`config.mk`:
```
export PLATFORM = sky130hd
export DESIGN_NAME = obj_ctrl_regs
export DESIGN_NICKNAME = d
export VERILOG_FILES = /design/src/design/obj_pkg.sv /design/src/design/obj_ctrl_regs.sv
export SDC_FILE = /design/constraint.sdc
export NUM_CORES = 1
export LEC_CHECK = 0
export BUFFER_PORTS_ARGS = -buffer_cell sky130_fd_sc_hd__buf_4
export CORE_MARGIN = 8
export CORE_UTILIZATION = 45
export DETAILED_ROUTE_END_ITERATION = 7
export PLACE_DENSITY = 0.77
export SLEW_MARGIN = 20
export SYNTH_ARGS = -nofsm -noshare
export SYNTH_HDL_FRONTEND = slang
export SYNTH_SLANG_ARGS = --single-unit
```
`constraint.sdc`:
```
create_clock -name clk -period 1.1 [get_ports clk]
set_input_delay 0.165 -clock clk [delete_from_list [all_inputs] [get_ports clk]]
set_output_delay 0.165 -clock clk [all_outputs]
set_load 0.01 [all_outputs]
```
`src/design/obj_pkg.sv`:
```
// Shared sizes, encodings and bundles for the sprite line renderer.
// Imported by every RTL block and by the testbench.
`default_nettype none

package obj_pkg;

    localparam int num_obj     = 64;
    localparam int entry_bytes = 5;
    localparam int attr_aw     = 9;    // byte address into the entry table
    localparam int attr_bytes  = num_obj * entry_bytes;
    localparam int line_w      = 512;  // pixels per buffer half
    localparam int rom_aw      = 18;
    localparam int code_w      = 14;

    // byte index inside one table entry
    localparam logic [2:0] byte_code_lo = 3'd0;  // code 9..2
    localparam logic [2:0] byte_code_hi = 3'd1;  // code 11..10, palette
    localparam logic [2:0] byte_ypos    = 3'd2;
    localparam logic [2:0] byte_xpos    = 3'd3;
    localparam logic [2:0] byte_attr    = 3'd4;  // x8, size, flips, code 13..12

    // control register map
    localparam logic [1:0] reg_enable  = 2'd0;
    localparam logic [1:0] reg_count   = 2'd1;
    localparam logic [1:0] reg_hoff_lo = 2'd2;
    localparam logic [1:0] reg_hoff_hi = 2'd3;

    typedef enum logic [1:0] {
        size_8  = 2'd0,
        size_16 = 2'd1,
        size_32 = 2'd2
    } obj_size_e;

    typedef enum logic [3:0] {
        st_idle, st_size, st_ypos, st_code, st_colour,
        st_xpos, st_fetch, st_dump, st_step, st_next
    } draw_state_e;

    typedef struct packed {
        logic       enable;
        logic [6:0] obj_count;  // 0 to 64
        logic [8:0] hoffset;
    } obj_cfg_t;

    typedef struct packed {
        logic       we;
        logic       half;
        logic [8:0] addr;
        logic [7:0] data;       // palette in 7..4, pixel in 3..0
    } line_wr_t;

    typedef struct packed {
        logic       we;
        logic [8:0] addr;
        logic [7:0] data;
    } cpu_wr_t;

endpackage

`default_nettype wire

```
`src/design/obj_ctrl_regs.sv`:
```
// Four byte-wide control registers written from the CPU port.
// They form the config bundle that the draw engine samples at line start.
`timescale 1ns/1ps
`default_nettype none

module obj_ctrl_regs
    import obj_pkg::*;
(
    input  wire logic    clk,
    input  wire logic    rst,
    input  wire cpu_wr_t reg_wr,
    output obj_cfg_t     cfg
);

    logic       reg_sel;
    logic [6:0] count_in;

    assign reg_sel = reg_wr.we && reg_wr.addr[8:2] == 7'd0;  // only 0..3 decode

    // table holds 64 entries at most
    assign count_in = (reg_wr.data > 8'(num_obj)) ? 7'(num_obj) : reg_wr.data[6:0];

    always_ff @(posedge clk) begin
        if (rst) begin
            cfg.enable    <= 1'b0;
            cfg.obj_count <= 7'(num_obj);
            cfg.hoffset   <= 9'd0;
        end else if (reg_sel) begin
            case (reg_wr.addr[1:0])
                reg_enable: begin
                    cfg.enable <= reg_wr.data[0];
                end
                reg_count: begin
                    cfg.obj_count <= count_in;
                end
                reg_hoff_lo: begin
                    cfg.hoffset[7:0] <= reg_wr.data;
                end
                reg_hoff_hi: begin
                    cfg.hoffset[8] <= reg_wr.data[0];
                end
                default: begin
                    cfg.enable <= cfg.enable;
                end
            endcase
        end
    end

endmodule

`default_nettype wire

```
Word-level counts from Yosys, hierarchy flattened
Index checks and enable logic that the tools add are counted.
Widths: inputs -> output; s select.
{"block": "classes", "mux": 1, "bitwise_logic": 0, "n_div": 0, "eq_ne": 3, "shifts": 0, "order_cmp": 1, "reduce_logical": 7, "n_mul": 0, "add_sub_neg": 0}
{"operator": "$gt 8x7->1 const B", "count": 1}
{"operator": "$reduce_and 2->1", "count": 4}
{"operator": "$logic_not 7->1", "count": 1}
{"operator": "$mux 7", "count": 1}
{"operator": "$eq 2x2->1 const B", "count": 2}
{"operator": "$eq 2x1->1 const B", "count": 1}
{"operator": "$logic_not 2->1", "count": 1}
{"operator": "$logic_and 1x1->1", "count": 1}
{"block": "totals", "mem_count": 0, "output_inout_bits": 17, "ramBits": 0, "latchBits": 0, "mem_bits_ro": 0, "register_bits": 17, "elab_cells": 16, "input_bits": 20}

Longest topological paths before layout
Gate-level depths: netlist of the first run.
{"block": "logic_depth", "depth_word": 3, "ltp_mapped": 4, "ltp_nobuf": 3}

Worst setup path before layout of the first run
OpenSTA, ideal clock, no wires.
{"block": "synth_timing", "kind": "input to register", "start": "in reg_wr[11] (netlist bit)", "end": "reg cfg[0] (netlist bit)", "t_arrival_ns": 0.878, "path_slack_ns": 0.102, "required_ns": 0.980, "cell_stages": 4, "setup_time_ns": 0.120, "path_buffers": 1, "cell_sequence": "nor4_4 > nand4b_1 > buf_6 > mux2i_1"}
{"block": "synth_between", "elab_chain_len": 3}
{"element": "start, declared", "line_no": "obj_ctrl_regs.sv:11", "text": "input wire cpu_wr_t reg_wr,"}
{"element": "$logic_not 7->1", "line_no": "obj_ctrl_regs.sv:18", "text": "assign reg_sel = reg_wr.we && reg_wr.addr[8:2] == 7'd0;"}
{"element": "$logic_and 1x1->1", "line_no": "obj_ctrl_regs.sv:18"}
{"element": "$reduce_and 2->1 (no source line)"}
{"element": "end, declared", "line_no": "obj_ctrl_regs.sv:12", "text": "output obj_cfg_t cfg"}
No other way between the ends.
A chain may end at the register's enable or synchronous reset.

Worst setup path after layout of the first run
{"block": "layout_timing", "start": "reg cfg[15] (netlist bit)", "end": "out cfg[15] (netlist bit)"}
No word-level cell between the ends.

==> results of run 1 <==
## cell families (layout without fill, tap and decap cells)
group                  Yosys count  after routing
buffers and inverters            4             44
DFF                             17             17
muxes                           17             17
and+or+nand+nor                 40             40
## cell usage in the layout, fill, tap and decap left out
| cell | n |
|---|---|
| mux2i_1 | 17 |
| nor4b_4 | 1 |
| nor2_1 | 3 |
| nor3_1 | 1 |
| clkbuf_4 | 3 |
| clkbuf_1 | 1 |
| nand2b_1 | 30 |
| nand3_1 | 1 |
| dfxtp_1 | 17 |
| buf_4 | 40 |
| nor4_4 | 1 |
| nand4b_1 | 2 |
| nand4_1 | 1 |
## report_power, final
part | total (µW) | leakage [µW] | internal, µW | switching [µW]
clock network | 328 | 0.0000150 | 140 | 188
registers | 615 | 0.000137 | 615 | 0.156
logic | 121 | 0.000433 | 75.3 | 45.6
total | 1060 | 0.000585 | 831 | 234
## cell type report
type                    instances  area, µm²  area share (%)
well taps                      25       31.3            2.73
multi-input cells              57        448            39.1
clock buffers                   4       26.3            2.29
flip-flops and latches         17        340            29.7
repair buffers                 40        300            26.2
## worst register-to-register path, cell delays in order, from the launching register on
cell     delay [ns]
dfxtp_1        0.33
nor2_1         0.11
mux2i_1        0.08
## metal layers
| metal | track usage (%) | vias up | share of wire [%] |
|---|---|---|---|
| met1 | 11.8 | 306 | 38 |
| met4 | 3.75 | 0 | 1.6 |
| met2 | 20.2 | 25 | 51 |
| li1 | - | 344 | - |
| met3 | 5.65 | 4 | 9.8 |
| met5 | 0 | - | 0 |
## through the flow
stage | instance area [µm²] | utilization [%] | cells
floorplan | 818 | - | 78
global placement | 1120 | 64.9 | 139
detailed placement | 1120 | 64.9 | 139
CTS | 1150 | 66.4 | 143
global route | 1150 | 66.4 | 143
finish | 1150 | 66.4 | 143
## final timing paths
kind | cells past startpoint | slack (ns) | end
setup / recovery | 1 | 0.17 | cfg[15]
hold / removal | 3 | 0.15 | cfg[6]
setup reg to reg | 2 | 0.48 | cfg[15]
hold reg to reg | 2 | 0.48 | cfg[3]
==> qor.yml, run 1 <==
sta:
  setup_viol: 0
  fin_crit_ns: 0.934
  grt_setup_unrepaired: "false"
  tightest_slew_ns: 0.298
  tns_ns: 0
  finalCritPeriodShare_pct: 84.9
  fmax_mhz: 1070
  holdWs_ns: 0.153
  slew_headroom_pct: 80.0
  hold_viol_final: 0
  finalMaxSlewViolations: 0
  skew_ns: 0
  finalWorstSetupSlack_ns: 0.166
grt:
  grt_max_degree: 27
  grt_pass1_vias: 701
  antenna_found_initial: 0
  grt_first_pass_wirelength_um: 3130
  grt.overflow.total: 0
  globalRouteTotalUtil_pct: 11.6
clock_tree:
  cts_resized: 0
  clock_sinks: 17
  numCtsBuffers: 3
  clk_path_buf_depth: 2
  root_buffer: "clkbuf_4"
  clk_pin_slew_ns: 0.10
  hold_buffers: 0
  worstSkewPairLatency_ns: 0.28
  cts_tree: "yes"
  post_cts.repair.setup_buffers: 0
  htree_levels: 1
pwr:
  ir_drop_mv: 0.763
  finalPower_uw: 1060
  p_leak_uw: 0.000585
  powerDensity_nw_per_um2: 929
drt:
  routed_wl_um: 1890
  wl_per_cell_um: 13.2
  drt_iter0_markers: 6
  drc: 0
  first_pass_iters: 4
  vias: 679
  antenna_left: 0
  vias_per_cell: 4.75
yosys:
  netlist_instances: 78
  synth-simple-area-share_pct: 33.9
  synth.area.top_cells: "dfxtp_1, nand2b_1, mux2i_1"
  synth-edff-count: 0
  synthAdderAreaFrac_pct: 0
  yosysTopAreaCellShare_pct: 41.6
  synth_ff_type: "dfxtp_1"
  synthArstFlopShare_pct: 0
  synth_common_cells: "nand2b_1, dfxtp_1, mux2i_1, nor2_1"
  synth.area.mux_share_pct: 20.8
  synth_compound_area_share_pct: 0
  synth_cell_type_count: 12
  ys_seq_elements: 17
  synth_seq_area_share_pct: 41.6
  netlist.top_cell.by_area: "dfxtp_1"
  yosys_warnings: 0
  synth.most_common_cell: "nand2b_1"
  synthesis.area_um2: 818
  syn_avg_cell_area_um2: 10.5
  synth_top_family_by_area: "simple AND/OR/NAND/NOR gates"
  syn-num-nets: 98
  synth_xor_area_share_pct: 0
place:
  pre_cts_ws_ns: -0.136
  port_buffers: 36
  gp_congestion: 0.689
  dp_hpwl_um: 1510
final_layout:
  antenna_cells: 0
  nets: 139
  top_register: "cfg"
  largest_reg_flops: 17
  top_regs: "cfg: 17 flops"
  drive_above_1_share_pct: 38.1
  syn2layout_area_growth_pct: 40.1
  fillers: 164
setup_path:
  worstSetupPathType: "flip-flop to output pin"
  arrival_ns: 0.77
  critPathMaxStageDelay_ns: 0.36
  start_kind: "flip-flop"
  crit_start: "cfg[15]"
  worst_path_max_delay_cell: "dfxtp_1"
  path_buf_inv: 1
  critPathTopFamily: "flip-flops"
  cp-end-kind: "output pin"
  r2r_start: "cfg[15]"
  path_cells: "buf_4"
  worstPathMaxFanout: 2
  required_ns: 0.94
floorplanning:
  die_area_um2: 3440
  die_y_um: 58.6
  rows: 15
  floorplan.initialDensity_pct: 47.4
  core_area_um2: 1730
  die_x_um: 58.6
  ios: 37
run_status:
  status: "complete, no violations"
flow_run:
  cap_violations: 0
min_path:
  worstHoldStart: "reg_wr[6]"
  hp-class: "input port to flip-flop"
No activity file was read; power rests on OpenSTA's default activity.
==> run 2, diff against run 1 <==
==> constraint.sdc (replaced) <==
create_clock -name clk -period 0.9 [get_ports clk]
set_input_delay 0.135 -clock clk [delete_from_list [all_inputs] [get_ports clk]]
set_output_delay 0.135 -clock clk [all_outputs]
set_load 0.01 [all_outputs]
==> qor.yml, run 2 (synthesis gave the netlist of run 1 again) <==
pwr:
  ir_drop_mv: 0.891
  p_leak_uw: 0.000616
  finalPower_uw: 1300
  powerDensity_nw_per_um2: 1050
place:
  dp_hpwl_um: 1440
  port_buffers: 36
  placed_cells: 140
  pre_cts_ws_ns: -0.342
  gp_congestion: 0.727
setup_path:
  path_cells: "buf_6 -> nor4b_4 -> nand4b_1 -> buf_6 -> mux2i_1"
  worst_path_max_delay_cell: "nor4b_4"
  required_ns: 1.06
  critPathMaxStageDelay_ns: 0.34
  arrival_ns: 1.05
  worstPathMaxFanout: 8
  worstSetupPathType: "input port to flip-flop"
  r2r_slack_ns: 0.28
  cp-end-kind: "flip-flop"
  crit_path_frequent_cell: "buf_6"
  start_kind: "input port"
sta:
  finalMaxSlewViolations: 0
  grt_setup_unrepaired: "true"
  holdWs_ns: 0.116
  tightest_slew_ns: 0.295
  fin_crit_ns: 0.886
  finalWorstSetupSlack_ns: 0.0140
  hold_viol_final: 0
  skew_ns: 0
  tns_ns: 0
  slew_headroom_pct: 80.2
  setup_viol: 0
  fmax_mhz: 1130
  finalCritPeriodShare_pct: 98.4
clock_tree:
  cts_tree: "yes"
  htree_levels: 1
  clock_sinks: 17
  root_buffer: "clkbuf_4"
  clk_path_buf_depth: 2
  numCtsBuffers: 3
  post_cts.repair.setup_buffers: 0
  clk_pin_slew_ns: 0.11
  worstSkewPairLatency_ns: 0.27
  hold_buffers: 0
drt:
  first_pass_iters: 4
  drc: 0
  wl_per_cell_um: 12.9
  drt_iter0_markers: 9
  vias_per_cell: 4.74
  antenna_left: 0
  vias: 682
  routed_wl_um: 1860
final_layout:
  layout_commonest_cell: "nand2b_1"
  layout.cells.non_filler: 144
  top_register: "cfg"
  final_cell_mix: "nand2b_1, buf_4, mux2i_1, buf_6, dfxtp_2"
  top_regs: "cfg: 17 flops"
  antenna_cells: 0
  drive_above_1_share_pct: 52.9
  nets: 140
  syn2layout_area_growth_pct: 51.4
  largest_reg_flops: 17
min_path:
  hp-class: "input port to flip-flop"
floorplanning:
  ios: 37
  die_area_um2: 3440
  floorplan.initialDensity_pct: 47.4
  rows: 15
  core_area_um2: 1730
  die_x_um: 58.6
  die_y_um: 58.6
flow_run:
  cap_violations: 0
grt:
  grt_pass1_vias: 684
  grt_first_pass_wirelength_um: 2970
  antenna_found_initial: 0
  grt.overflow.total: 0
  globalRouteTotalUtil_pct: 10.6
  grt_max_degree: 19
run_status:
  status: "complete, no violations"
-- run 2: cell count changes in the layout (fill, tap and decap cells not counted) --
cell,previous run,this run
buf_4,40,24
dfxtp_2,0,16
clkinv_2,0,1
clkbuf_1,1,0
buf_6,0,17
dfxtp_1,17,1
-- run 2: stage by stage --
step	util, %	cell area [µm²]
after floorplan	-	818
after CTS	68.1	1180
after global routing	71.7	1240
after detailed placement	65.3	1130
final	71.7	1240
after global placement	65.3	1130
-- run 2: area by class of cell --
| type | count | area [µm²] |
|---|---|---|
| tap | 25 | 31.3 |
| multi-input combinational | 57 | 448 |
| clock buffer | 3 | 22.5 |
| clock inverter | 1 | 5.00 |
| fill | 154 | 488 |
| sequential | 17 | 360 |
| timing repair buffer | 41 | 372 |
-- run 2: what timing repair did --
item	in CTS	in global routing
setup endpoints to repair	13	29
gates resized for setup	9	24
pin swaps	2	1
-- run 2: path summary, 6_finish.rpt --
path         startpoint      to  depth (start not counted)
max          reg_wr[16]  cfg[0]                          5
max reg2reg      cfg[8]  cfg[8]                          2
min           reg_wr[2]  cfg[2]                          3
min reg2reg      cfg[6]  cfg[6]                          2
-- run 2: worst max-delay path: cells and delay by family --
kind	cells	cell delay, ns
muxes	1	0.11
buffers and inverters	2	0.29
and+or+nand+nor	2	0.51
-- run 2: routing by layer --
metal  track usage [%]  wire length (µm)  vias to the layer above
li1                  -                 -                      341
met1              12.1               790                      321
met2              18.7               947                       18
met3              3.70               104                        2
met4              2.05                15                        0
met5                 0                 0                        -
-- run 2: power by group --
part	switching (µW)	internal (µW)	leakage [µW]
logic	57.0	98.0	0.000454
registers	0.237	751	0.000144
clock network	230	165	0.0000177
==> run 3, diff against run 2 <==
--- a/config.mk
+++ b/config.mk
@@ -7,9 +7,10 @@
 export LEC_CHECK = 0
 export BUFFER_PORTS_ARGS = -buffer_cell sky130_fd_sc_hd__buf_4
 export CORE_MARGIN = 8
-export CORE_UTILIZATION = 45
+export CORE_UTILIZATION = 47
+export CTS_BUF_LIST = sky130_fd_sc_hd__clkbuf_4 sky130_fd_sc_hd__clkbuf_8
 export DETAILED_ROUTE_END_ITERATION = 7
-export PLACE_DENSITY = 0.77
+export PLACE_DENSITY = 0.8
 export SLEW_MARGIN = 20
 export SYNTH_ARGS = -nofsm -noshare
 export SYNTH_HDL_FRONTEND = slang
==> qor.yml, run 3 (synthesis gave the netlist of run 1 again) <==
run_status:
  status: "complete, no violations"
final_layout:
  drive_above_1_share_pct: 55.3
  final_cell_mix: "nand2b_1, buf_4, buf_6, mux2i_1, dfxtp_2"
  syn2layout_area_growth_pct: 55.2
  largest_reg_flops: 17
  nets: 144
  layout.cells.non_filler: 140
  top_regs: "cfg: 17 flops"
  layout_commonest_cell: "nand2b_1"
  top_register: "cfg"
  antenna_cells: 0
  fin_util_pct: 75.2
  fillers: 124
setup_path:
  worstSetupPathType: "flip-flop to output pin"
  path_buf_inv: 1
  start_kind: "flip-flop"
  critPathMaxStageDelay_ns: 0.36
  arrival_ns: 0.75
  required_ns: 0.76
  worst_path_max_delay_cell: "dfxtp_2"
  critPathTopFamily: "flip-flops"
  cp-end-kind: "output pin"
  worstPathMaxFanout: 2
  path_cells: "buf_6"
drt:
  wl_per_cell_um: 14.8
  drt_iter0_markers: 10
  vias_per_cell: 4.91
  drc: 0
  first_pass_iters: 4
  routed_wl_um: 2080
  antenna_left: 0
  vias: 688
place:
  gp_congestion: 0.695
  pre_cts_ws_ns: -0.272
  port_buffers: 36
  dp_hpwl_um: 1500
  placed_cells: 132
floorplanning:
  die_area_um2: 3330
  floorplan.initialDensity_pct: 48.4
  ios: 37
  die_y_um: 57.7
  core_area_um2: 1690
  rows: 15
  die_x_um: 57.7
grt:
  grt_max_degree: 21
  grt.overflow.total: 0
  grt_pass1_vias: 695
  globalRouteTotalUtil_pct: 11.9
  antenna_found_initial: 0
  grt_first_pass_wirelength_um: 3130
clock_tree:
  worstSkewPairLatency_ns: 0.28
  clk_pin_slew_ns: 0.10
  numCtsBuffers: 3
  clock_sinks: 17
  cts_tree: "yes"
  htree_levels: 1
  root_buffer: "clkbuf_4"
  hold_buffers: 0
  clk_path_buf_depth: 2
sta:
  skew_ns: 0
  finalCritPeriodShare_pct: 98.0
  fin_crit_ns: 0.882
  finalMaxSlewViolations: 0
  finalWorstSetupSlack_ns: 0.0182
  grt_setup_unrepaired: "true"
  slew_headroom_pct: 82.3
  fmax_mhz: 1130
  setup_viol: 0
  tns_ns: 0
  tightest_slew_ns: 0.265
  hold_viol_final: 0
pwr:
  ir_drop_mv: 0.979
  finalPower_uw: 1330
  powerDensity_nw_per_um2: 1050
  p_leak_uw: 0.000639
min_path:
  hp-class: "input port to flip-flop"
flow_run:
  cap_violations: 0
[run 3: changes by cell type in the layout (fill, tap and decap cells not counted)]
cell      change
clkbuf_4      +1
dfxtp_1       -1
clkinv_2      -1
buf_6         +2
dfxtp_2       +1
buf_4         +2
[run 3: area by class of cell]
cell class	instances	area (µm²)	share of cell area, %
sequential	17	362	28.5
clock buffer	4	30.0	2.36
multi-input combinational	57	448	35.3
tap	17	21.3	1.67
timing repair buffer	45	409	32.2
[run 3: repair_timing]
action                     4_1_cts  5_1_grt
setup endpoints to repair        7       20
hold endpoints to repair         0        0
cloned                           0        0
setup buffers                    1        3
pin swaps                        0        2
resized for setup               11       25
[run 3: per-stage QoR]
step                      hold slack (ns)  area (µm²)
after floorplan                     0.287         818
after global placement              0.409        1120
after detailed placement            0.419        1120
after CTS                           0.110        1180
after global routing               0.0858        1270
final                               0.115        1270
[run 3: power breakdown]
part,internal [µW],switching (µW),total [µW]
Sequential,751,0.261,751
Clock,202,226,428
Combinational,96.7,58.2,155
[run 3: per-layer routing]
metal	share of wire (%)	GRT usage [%]
met5	0	0
met4	0.58	4.20
met3	8.1	6.18
met2	49	19.0
met1	42	13.3
[run 3: final timing paths]
path,start,to,slack (ns),cells past startpoint
min reg2reg,cfg[16],cfg[16],0.48,2
max,cfg[5],cfg[5],0.02,1
max reg2reg,cfg[10],cfg[10],0.20,3
min,reg_wr[6],cfg[6],0.12,3
