`src/design/obj_pkg.sv`:
```
// Shared sizes, encodings and bundles for the sprite line renderer.
// Imported by every RTL block and by the testbench.
`default_nettype none

package obj_pkg;

    localparam int num_obj     = 64;
    localparam int entry_bytes = 5;
    localparam int attr_aw     = 9;    // byte address into the entry table
    localparam int attr_bytes  = num_obj * entry_bytes;
    localparam int line_w      = 512;  // pixels per buffer half
    localparam int rom_aw      = 18;
    localparam int code_w      = 14;

    // byte index inside one table entry
    localparam logic [2:0] byte_code_lo = 3'd0;  // code 9..2
    localparam logic [2:0] byte_code_hi = 3'd1;  // code 11..10, palette
    localparam logic [2:0] byte_ypos    = 3'd2;
    localparam logic [2:0] byte_xpos    = 3'd3;
    localparam logic [2:0] byte_attr    = 3'd4;  // x8, size, flips, code 13..12

    // control register map
    localparam logic [1:0] reg_enable  = 2'd0;
    localparam logic [1:0] reg_count   = 2'd1;
    localparam logic [1:0] reg_hoff_lo = 2'd2;
    localparam logic [1:0] reg_hoff_hi = 2'd3;

    typedef enum logic [1:0] {
        size_8  = 2'd0,
        size_16 = 2'd1,
        size_32 = 2'd2
    } obj_size_e;

    typedef enum logic [3:0] {
        st_idle, st_size, st_ypos, st_code, st_colour,
        st_xpos, st_fetch, st_dump, st_step, st_next
    } draw_state_e;

    typedef struct packed {
        logic       enable;
        logic [6:0] obj_count;  // 0 to 64
        logic [8:0] hoffset;
    } obj_cfg_t;

    typedef struct packed {
        logic       we;
        logic       half;
        logic [8:0] addr;
        logic [7:0] data;       // palette in 7..4, pixel in 3..0
    } line_wr_t;

    typedef struct packed {
        logic       we;
        logic [8:0] addr;
        logic [7:0] data;
    } cpu_wr_t;

endpackage

`default_nettype wire

```
`src/design/obj_line_draw.sv`:
```
// Per-line sprite engine. On each line start it scans the entry table,
// fetches graphics words for the sprites that cover vrender and writes
// their pixels into the line buffer half being drawn.
`timescale 1ns/1ps
`default_nettype none

module obj_line_draw
    import obj_pkg::*;
(
    input  wire logic               clk,
    input  wire logic               rst,
    input  wire logic               hb,
    input  wire logic               vb,
    input  wire logic [8:0]         vrender,
    input  wire obj_cfg_t           cfg,
    output logic [attr_aw-1:0]      scan_addr,
    input  wire logic [7:0]         scan_data,
    output logic                    rom_cs,
    output logic [rom_aw-1:0]       rom_addr,
    input  wire logic               rom_ok,
    input  wire logic [15:0]        rom_data,
    output line_wr_t                line_wr,
    output logic                    draw_half,
    output logic                    done
);

    draw_state_e        state;
    obj_cfg_t           cfg_q;      // frozen for the whole line
    logic               hb_l;
    logic               line_start;
    logic [6:0]         idx;        // entry being handled
    logic [attr_aw-1:0] base;       // byte address of that entry
    logic [2:0]         byte_sel;

    obj_size_e          size_q;
    logic               hflip_q;
    logic               vflip_q;
    logic               x8_q;
    logic [code_w-1:0]  code_q;
    logic [3:0]         pal_q;
    logic [4:0]         row_q;      // row inside the sprite, flip applied

    logic [8:0]         xpos;
    logic [15:0]        pix_data;
    logic [2:0]         word_cnt;   // half-word position, left to right
    logic [1:0]         nib_cnt;
    logic               line_we;
    logic [8:0]         wr_addr;
    logic [7:0]         wr_data;

    logic [4:0]         height_m1;
    logic [2:0]         last_word;
    logic [9:0]         y_end;
    logic [8:0]         row_diff;
    logic               miss;

    assign line_start = hb && !hb_l && vb;

    // address is presented one state ahead of the byte being used
    always_comb begin
        case (state)
            st_size:   byte_sel = byte_ypos;
            st_ypos:   byte_sel = byte_code_lo;
            st_code:   byte_sel = byte_code_hi;
            st_colour: byte_sel = byte_xpos;
            st_xpos:   byte_sel = byte_xpos;
            default:   byte_sel = byte_attr;
        endcase
    end

    assign scan_addr = base + attr_aw'(byte_sel);

    always_comb begin
        case (size_q)
            size_16: begin
                height_m1 = 5'd15;
                last_word = 3'd3;
            end
            size_32: begin
                height_m1 = 5'd31;
                last_word = 3'd7;
            end
            default: begin
                height_m1 = 5'd7;
                last_word = 3'd1;
            end
        endcase
    end

    // y range test against the byte arriving in st_ypos
    assign y_end    = {2'b00, scan_data} + 10'(height_m1) + 10'd1;
    assign row_diff = vrender - {1'b0, scan_data};
    assign miss     = ({1'b0, vrender} < {2'b00, scan_data}) || ({1'b0, vrender} >= y_end);

    // ROM word address for the half-word at screen position w
    function automatic logic [rom_aw-1:0] word_addr(input logic [2:0] w);
        logic [2:0]        sw;
        logic [code_w-1:0] tile;
        sw = hflip_q ? last_word - w : w;  // mirrored walk starts at the right
        case (size_q)
            size_16: tile = code_q + code_w'(sw[2:1]) + code_w'({row_q[4:3], 1'b0});
            size_32: tile = code_q + code_w'(sw[2:1]) + code_w'({row_q[4:3], 2'b00});
            default: tile = code_q;
        endcase
        return {tile, row_q[2:0], sw[0]};
    endfunction

    always_ff @(posedge clk) begin
        if (rst) begin
            state     <= st_idle;
            done      <= 1'b1;
            draw_half <= 1'b0;
            rom_cs    <= 1'b0;
            line_we   <= 1'b0;
            hb_l      <= 1'b0;
            idx       <= 7'd0;
            base      <= '0;
            word_cnt  <= 3'd0;
            nib_cnt   <= 2'd0;
        end else begin
            hb_l <= hb;
            if (line_start) begin
                cfg_q     <= cfg;
                draw_half <= ~draw_half;  // other half goes to readout
                done      <= 1'b0;
                rom_cs    <= 1'b0;
                line_we   <= 1'b0;
                idx       <= 7'd0;
                base      <= '0;
                state     <= st_next;
            end else begin
                case (state)
                    st_next: begin
                        if (!cfg_q.enable || idx >= cfg_q.obj_count) begin
                            done  <= 1'b1;
                            state <= st_idle;
                        end else begin
                            state <= st_size;
                        end
                    end
                    st_size: begin
                        x8_q           <= scan_data[0];
                        size_q         <= obj_size_e'(scan_data[2:1]);
                        hflip_q        <= scan_data[4];
                        vflip_q        <= scan_data[5];
                        code_q[13:12]  <= scan_data[7:6];
                        code_q[1:0]    <= 2'b00;  // tile offsets fill these
                        state          <= st_ypos;
                    end
                    st_ypos: begin
                        if (miss) begin
                            idx   <= idx + 7'd1;
                            base  <= base + attr_aw'(entry_bytes);
                            state <= st_next;
                        end else begin
                            row_q <= row_diff[4:0] ^ (vflip_q ? height_m1 : 5'd0);
                            state <= st_code;
                        end
                    end
                    st_code: begin
                        code_q[9:2] <= scan_data;
                        state       <= st_colour;
                    end
                    st_colour: begin
                        code_q[11:10] <= scan_data[1:0];
                        pal_q         <= scan_data[7:4];
                        state         <= st_xpos;
                    end
                    st_xpos: begin
                        xpos     <= {x8_q, scan_data} + cfg_q.hoffset;  // wraps at 512
                        word_cnt <= 3'd0;
                        rom_addr <= word_addr(3'd0);
                        rom_cs   <= 1'b1;
                        state    <= st_fetch;
                    end
                    st_fetch: begin
                        if (rom_ok) begin  // waits here as long as the ROM needs
                            pix_data <= rom_data;
                            rom_cs   <= 1'b0;
                            nib_cnt  <= 2'd0;
                            state    <= st_dump;
                        end
                    end
                    st_dump: begin
                        line_we  <= 1'b1;
                        wr_addr  <= xpos;
                        wr_data  <= {pal_q, hflip_q ? pix_data[3:0] : pix_data[15:12]};
                        pix_data <= hflip_q ? pix_data >> 4 : pix_data << 4;
                        xpos     <= xpos + 9'd1;
                        nib_cnt  <= nib_cnt + 2'd1;
                        if (nib_cnt == 2'd3) begin
                            state <= st_step;
                        end
                    end
                    st_step: begin
                        line_we <= 1'b0;
                        if (word_cnt == last_word) begin
                            idx   <= idx + 7'd1;
                            base  <= base + attr_aw'(entry_bytes);
                            state <= st_next;
                        end else begin
                            word_cnt <= word_cnt + 3'd1;
                            rom_addr <= word_addr(word_cnt + 3'd1);
                            rom_cs   <= 1'b1;
                            state    <= st_fetch;
                        end
                    end
                    default: begin
                        line_we <= 1'b0;  // idle until the next line
                    end
                endcase
            end
        end
    end

    assign line_wr = '{we: line_we, half: draw_half, addr: wr_addr, data: wr_data};

endmodule

`default_nettype wire

```
`config.mk`:
```
export PLATFORM = sky130hd
export DESIGN_NAME = obj_line_draw
export DESIGN_NICKNAME = d
export VERILOG_FILES = /design/src/design/obj_pkg.sv /design/src/design/obj_line_draw.sv
export SDC_FILE = /design/constraint.sdc
export NUM_CORES = 1
export LEC_CHECK = 0
export BUFFER_PORTS_ARGS = -buffer_cell sky130_fd_sc_hd__buf_2
export CAP_MARGIN = 20
export CORE_UTILIZATION = 58
export DETAILED_ROUTE_END_ITERATION = 10
export PLACE_DENSITY = 0.82
export SLEW_MARGIN = 10
export SYNTH_ARGS = -nofsm -noshare
export SYNTH_HDL_FRONTEND = slang
export SYNTH_SLANG_ARGS = --single-unit
```
`constraint.sdc`:
```
create_clock -name clk -period 4.7 [get_ports clk]
set_input_delay 0.235 -clock clk [delete_from_list [all_inputs] [get_ports clk]]
set_output_delay 0.235 -clock clk [all_outputs]
set_load 0.02 [all_outputs]
```
=== After elaboration in Yosys (flattened, before gate mapping) ===
Index checks and enable logic that the tools add are counted.

* Bits in registers: 133
* Output and inout bits: 49

* Add/sub/neg operators: 17
* $lt $le $gt $ge: 3
* Equality and inequality tests: 20
* Mux-type cells: 39
* Bitwise logic cells: 5
* Reductions and logical operators: 34

{| class="wikitable"
|+ Operators with widths
! operator !! count
|-
| 14-bit case mux with 2 select lines || 2
|-
| 18-bit case mux with 2 select lines || 1
|-
| 4-bit case mux with 9 select lines || 1
|-
| 9-bit case mux with 2 select lines || 2
|-
| 3-bit AND reduction || 11
|-
| 16-bit two-way mux || 2
|-
| 16-bit case mux with 2 select lines || 1
|-
| 14-bit by 2-bit adder with 14-bit output || 2
|-
| 14-bit by 3-bit adder with 14-bit output || 2
|-
| 14-bit by 4-bit adder with 14-bit output || 2
|-
| 4-bit two-way mux || 6
|-
| 18-bit two-way mux || 1
|-
| 9-bit two-way mux || 2
|-
| 4-bit by 3-bit equality test with 1-bit output, second input constant || 4
|-
| 7-bit two-way mux || 2
|-
| 7-bit case mux with 2 select lines || 1
|-
| 3-bit case mux with 2 select lines || 2
|-
| 3-bit case mux with 4 select lines || 1
|-
| 4-bit AND reduction || 3
|-
| 2-bit nonzero test || 6
|-
| 9-bit by 1-bit adder with 10-bit output, second input constant || 1
|-
| 9-bit by 10-bit >= comparator with 1-bit output || 1
|-
| 2-bit != test, second input constant || 5
|-
| 5-bit case mux with 2 select lines || 1
|-
| 37 further kinds || 56
|}

=== Longest topological paths before layout ===
* Depth in word-level cells: 9
* Mapped depth: 16
* Depth with buffers taken out: 15

=== Least setup slack after synthesis ===
Ideal clock, no wire load.

* Kind: register to register
* Start point: register size_q[1]
* End point: register base[7]
* Arrival time: 3.193 ns
* Data required time: 4.630 ns
* Setup slack: 1.436 ns
* Stages on the path, launching flop included: 16
* Path buffers: 1
* Path through: edfxtp_1 > ha_1 > ha_1 > inv_1 > ha_1 > a21oi_1 > nor3_1 > xnor2_1 > ha_1 > and3_1 > nand3_1 > o2111a_2 > and2_4 > buf_6 > or4_1 > a21oi_1

* Cells in the longest elaborated chain, start to end: 8
* Elaborated cells on any way between the ends: 12
* Classes of those cells: add/sub (2); order compare (1); eq/ne (5); mux (2); reduce/logical (2)

{| class="wikitable"
|+ Ends and longest elaborated chain
! element !! RTL line !! text
|-
| from (decl) || obj_line_draw.sv:35 || <nowiki>obj_size_e size_q;</nowiki>
|-
| from (signal assigned) || obj_line_draw.sv:143 || <nowiki>size_q <= obj_size_e'(scan_data[2:1]);</nowiki>
|-
| 2-bit equality test or 2-bit by 1-bit equality test with 1-bit output (tied branches) || obj_line_draw.sv:74 || <nowiki>case (size_q)</nowiki>
|-
| 5-bit case mux with 2 select lines || obj_line_draw.sv:74 ||
|-
| 8-bit by 5-bit adder with 9-bit output || obj_line_draw.sv:91 || <nowiki>assign y_end = {2'b00, scan_data} + 10'(height_m1) + 10'd1;</nowiki>
|-
| 9-bit by 1-bit adder with 10-bit output || obj_line_draw.sv:91 ||
|-
| 9-bit by 10-bit >= comparator with 1-bit output || obj_line_draw.sv:93 || <nowiki>assign miss = ({1'b0, vrender} < {2'b00, scan_data}) || ({1'b0, vrender} >= y_end);</nowiki>
|-
| 1-bit logical OR || obj_line_draw.sv:93 ||
|-
| 2-bit != test (no line) || - ||
|-
| 3-bit AND reduction (no line) (*) || - ||
|-
| to (signal assigned) || obj_line_draw.sv:153 || <nowiki>base <= base + attr_aw'(entry_bytes);</nowiki>
|-
| to (signal assigned) || obj_line_draw.sv:199 || <nowiki>base <= base + attr_aw'(entry_bytes);</nowiki>
|-
| to (decl) || obj_line_draw.sv:32 || <nowiki>logic [attr_aw-1:0] base;</nowiki>
|}

Every way passes the cells marked *; elsewhere a longest branch is shown, timed or not.
A chain may end at the register's enable or synchronous reset.

=== Worst setup path in the final report ===
* Start point: register size_q[0]
* End point: register idx[6]

* Cells in the longest elaborated chain, start to end: 8
* Elaborated cells on any way between the ends: 12
* Classes of those cells: add/sub (2); order compare (1); eq/ne (5); mux (2); reduce/logical (2)

{| class="wikitable"
|+ Ends and longest elaborated chain
! element !! RTL line !! text
|-
| 2-bit equality test or 2-bit by 1-bit equality test with 1-bit output (tied branches) || obj_line_draw.sv:74 ||
|-
| 5-bit case mux with 2 select lines || obj_line_draw.sv:74 ||
|-
| 8-bit by 5-bit adder with 9-bit output || obj_line_draw.sv:91 ||
|-
| 9-bit by 1-bit adder with 10-bit output || obj_line_draw.sv:91 ||
|-
| 9-bit by 10-bit >= comparator with 1-bit output || obj_line_draw.sv:93 ||
|-
| 1-bit logical OR || obj_line_draw.sv:93 ||
|-
| 2-bit != test (no line) || - ||
|-
| 3-bit AND reduction (no line) (*) || - ||
|-
| to (signal assigned) || obj_line_draw.sv:152 || <nowiki>idx <= idx + 7'd1;</nowiki>
|-
| to (signal assigned) || obj_line_draw.sv:198 || <nowiki>idx <= idx + 7'd1;</nowiki>
|-
| to (decl) || obj_line_draw.sv:31 || <nowiki>logic [6:0] idx;</nowiki>
|}

Marked as above.

==> summary.txt <==
Detailed routing
  – WL/cell: 17.0 µm
  – Vias/cell: 5.80
  – Post-Route WL: 17300 µm
  – DR iter-0 viols: 469
  – Antenna Violating Nets Remaining: 0
  – DR pass1 iterations: 4
  – Via Count: 5917
  – Drc violations: 0

Global route
  – Initial antenna violation count: 3
  – Largest net degree at the start of global routing: 51
  – Total GRT Usage: 0.271
  – GRT overflow: 0
  – Vias in the first global route: 5759
  – First-pass GRT wire length: 27200 µm

Yosys
  – Asr flop ratio synth: 0
  – Post-synth EDFFs: 103
  – Library cells used by synthesis: 67
  – Post-Syn Nets: 833
  – Top post-synthesis cells by area: edfxtp_1, dfxtp_1, ha_1
  – Post-synthesis instance total: 724
  – Synthesized area per cell: 10.4 µm²
  – Synth area leader: edfxtp_1
  – Yosys reg bits: 133
  – Post-Syn Area: 7500 µm²
  – Synth warn: 0
  – Most common flop cell mapped by yosys: edfxtp_1
  – Sequential area share after synthesis: 0.492
  – Synth top area share: 0.412

Placement
  – Number of port buffers: 103
  – Hpwl dp: 12200 µm
  – Gpl congestion: 0.940

Run
  – Total of max-cap violations: 0

STA
  – Worst Clk Skew: 0.00585 ns
  – Fin. Hold Viols: 0
  – RSZ-0062 raised after global routing: no
  – Final period demand of the worst path: 3.91 ns
  – Fin. max-slew vios: 0
  – Worst Tran Pin Value: 0.925 ns
  – Worst slew margin: 0.383
  – Setup violations, final: 0
  – Maximum clock rate: 256 MHz
  – Post-route setup TNS: 0 ns
  – Tcrit/Tclk final: 0.832
  – Hold_ws: 0.0387 ns

Final layout
  – Nets: 943
  – Area growth from synthesis to layout: 18.8%
  – # fillers: 923
  – Layout cells sized above 1: 0.190

Hold path
  – Hold EP: hb_l$_SDFF_PP0_
  – Min-Delay Path Depth: 2
  – Hold path start: hb
  – Hold WC Path Type: in2reg

Floorplan
  – Ports: 104
  – Die height: 116 µm
  – Die area: 13400 µm²
  – Core area: 12600 µm²
  – Rows: 41
  – Initial core utilization: 0.594
  – Die X: 116 µm

Clocking
  – Reg clk slew, reported paths: 0.06 ns
  – CTS Sinks: 133
  – TritonCTS Buffers: 17
  – Worst skew pair latency: 0.43 ns
  – CTS root buf: clkbuf_16
  – H-tree Lvls: 4
  – Postcts setup bufs: 0
  – Maximum clock path buffer count: 2
  – CTS tree: yes

Setup path
  – CP Class: reg2reg
  – Critical path, cell by cell: inv_1, ha_1, xor2_1, ha_1, a21oi_1, nor3_1, xnor2_1, ha_1, and3_1, nand3_1, o2111a_2, a2111oi_0, xnor2_1, nor2_1
  – Max incr delay on CP: 0.63 ns
  – Critical path arrival: 4.19 ns
  – Reg2reg setup slack: 0.79 ns
  – CP Launch Type: flip-flop
  – Most used cell, CP: ha_1
  – Worst R2R End: idx[6]$_SDFFE_PP0P_
  – Crit-path max FO: 18
  – Worst setup EP type: flip-flop
  – R2R Path Start: size_q[0]$_DFFE_PP_
  – Worst EP required: 4.98 ns
  – Worst path top cell family by delay: compound AO/OA/AOI/OAI gates
  – R2R cell count: 14
  – Slowest CP cell: ha_1
  – CP Buf/Inv Count: 1

Power and ir drop
  – Final Power: 3.37 mW
  – Sw Share: 0.283
  – Seq pwr share: 0.416
  – Power Internal: 2.42 mW
  – Clk pwr share: 0.400
  – Leakage: 3.67 nW
  – Logic pwr share: 0.185
  – Worst VDD drop: 0.308 mV
  – Net Sw Power: 0.954 mW
  – Pwr dens: 379 nW/µm²

Run status
  – Status: finished, final reports clean
## cells in the mapped netlist, types with 3 or more instances
library cell / count
a21o_1: 15
nor2_1: 56
and3_1: 7
dfxtp_1: 30
clkbuf_1: 29
a211oi_1: 6
nand2b_1: 14
ha_1: 48
fa_1: 6
nand3b_1: 4
mux2i_1: 13
inv_1: 42
o21ai_0: 51
nor2b_1: 5
nand3_1: 20
a21oi_1: 39
xor2_1: 15
a31oi_1: 6
xnor2_1: 35
buf_1: 3
a221oi_1: 3
o21a_1: 3
a2111oi_0: 4
edfxtp_1: 103
and2_1: 3
nand4_1: 11
or3_1: 7
nand2_1: 67
mux2_2: 6
a311oi_1: 3
nor3_1: 18
## cell usage in the layout, fill, tap and decap left out, drive strengths merged, types with 20 or more instances in the layout
| cell type | count |
|---|---|
| a21oi | 41 |
| buf | 111 |
| dfxtp | 30 |
| edfxtp | 103 |
| ha | 48 |
| inv | 45 |
| nand2 | 67 |
| nand3 | 20 |
| nor2 | 56 |
| o21ai | 52 |
| xnor2 | 35 |
## how the worst max path moves through the flow
stage / start / endpoint / cells after the start / slack [ns]
after detailed placement: size_q[0]$_DFFE_PP_ / idx[4]$_SDFFE_PP0P_ / 14 / 0.87
final: size_q[0]$_DFFE_PP_ / idx[6]$_SDFFE_PP0P_ / 14 / 0.79
after global routing: size_q[0]$_DFFE_PP_ / idx[6]$_SDFFE_PP0P_ / 14 / 0.53
after floorplan: size_q[1]$_DFFE_PP_ / base[7]$_SDFFE_PP0P_ / 15 / 1.44
after global placement: size_q[1]$_DFFE_PP_ / idx[4]$_SDFFE_PP0P_ / 14 / 1.03
after CTS: size_q[0]$_DFFE_PP_ / idx[6]$_SDFFE_PP0P_ / 14 / 0.83
## metal layers
layer	routed length [µm]	vias up	global-route usage
li1	-	2848	-
met1	6920	2825	0.298
met2	8700	186	0.467
met3	935	56	0.0732
met4	740	2	0.168
met5	8	-	0
## power groups by stage
| stage | sequential [mW] | combinational [mW] | clock [mW] |
|---|---|---|---|
| after floorplan | 1.38 | 0.480 | 0 |
| after global placement | 1.42 | 0.579 | 0 |
| after detailed placement | 1.42 | 0.598 | 0 |
| after CTS | 1.40 | 0.616 | 1.36 |
| after global routing | 1.41 | 0.686 | 1.41 |
| final | 1.40 | 0.623 | 1.35 |
## flip-flops by register name, summed over array words and instances (netlist names), 2 cells and up
register,cells
xpos,9
state,4
pix_data,16
idx,7
rom_addr,18
base,9
row_q,5
word_cnt,3
pal_q,4
wr_data,8
cfg_q,17
nib_cnt,2
wr_addr,9
size_q,2
code_q,12
## final cells by class
type / count / area (µm²) / area share
Timing Repair Buffer: 128 / 746 / 0.0837
Inverter: 43 / 161 / 0.0181
Antenna cell: 1 / 2.50 / 0.000281
Clock buffer: 17 / 425 / 0.0477
Sequential cell: 133 / 3690 / 0.415
Clock inverter: 15 / 179 / 0.0201
Tap cell: 172 / 215 / 0.0242
Multi-Input combinational cell: 511 / 3490 / 0.391
## repair_timing
item	CTS	global route
gates resized for setup	0	0
hold buffers	17	0
endpoints found under the hold margin	17	0
## cell families (layout without fill, tap and decap cells)
group | count (synthesis) | after routing | synth area share
mux | 19 | 19 | 0.0264
xor+xnor | 50 | 50 | 0.0584
flops | 133 | 133 | 0.492
fa+ha+maj | 54 | 54 | 0.0961
simple gates | 226 | 226 | 0.146
compound gates | 162 | 162 | 0.137
buf+inv | 80 | 203 | 0.0432
other cells | 0 | 1 | 0
## stage by stage
step / cell area [µm²] / util / std cells / worst slack [ns]
finish: 8910 / 0.706 / 1020 / 0.790
CTS: 8900 / 0.705 / 1019 / 0.832
detailed placement: 8130 / 0.644 / 970 / 0.872
floorplan: 7500 / - / 724 / 1.44
global route: 8910 / 0.706 / 1020 / 0.528
global placement: 8130 / 0.644 / 970 / 1.03
No activity file was read; power rests on OpenSTA's default activity.
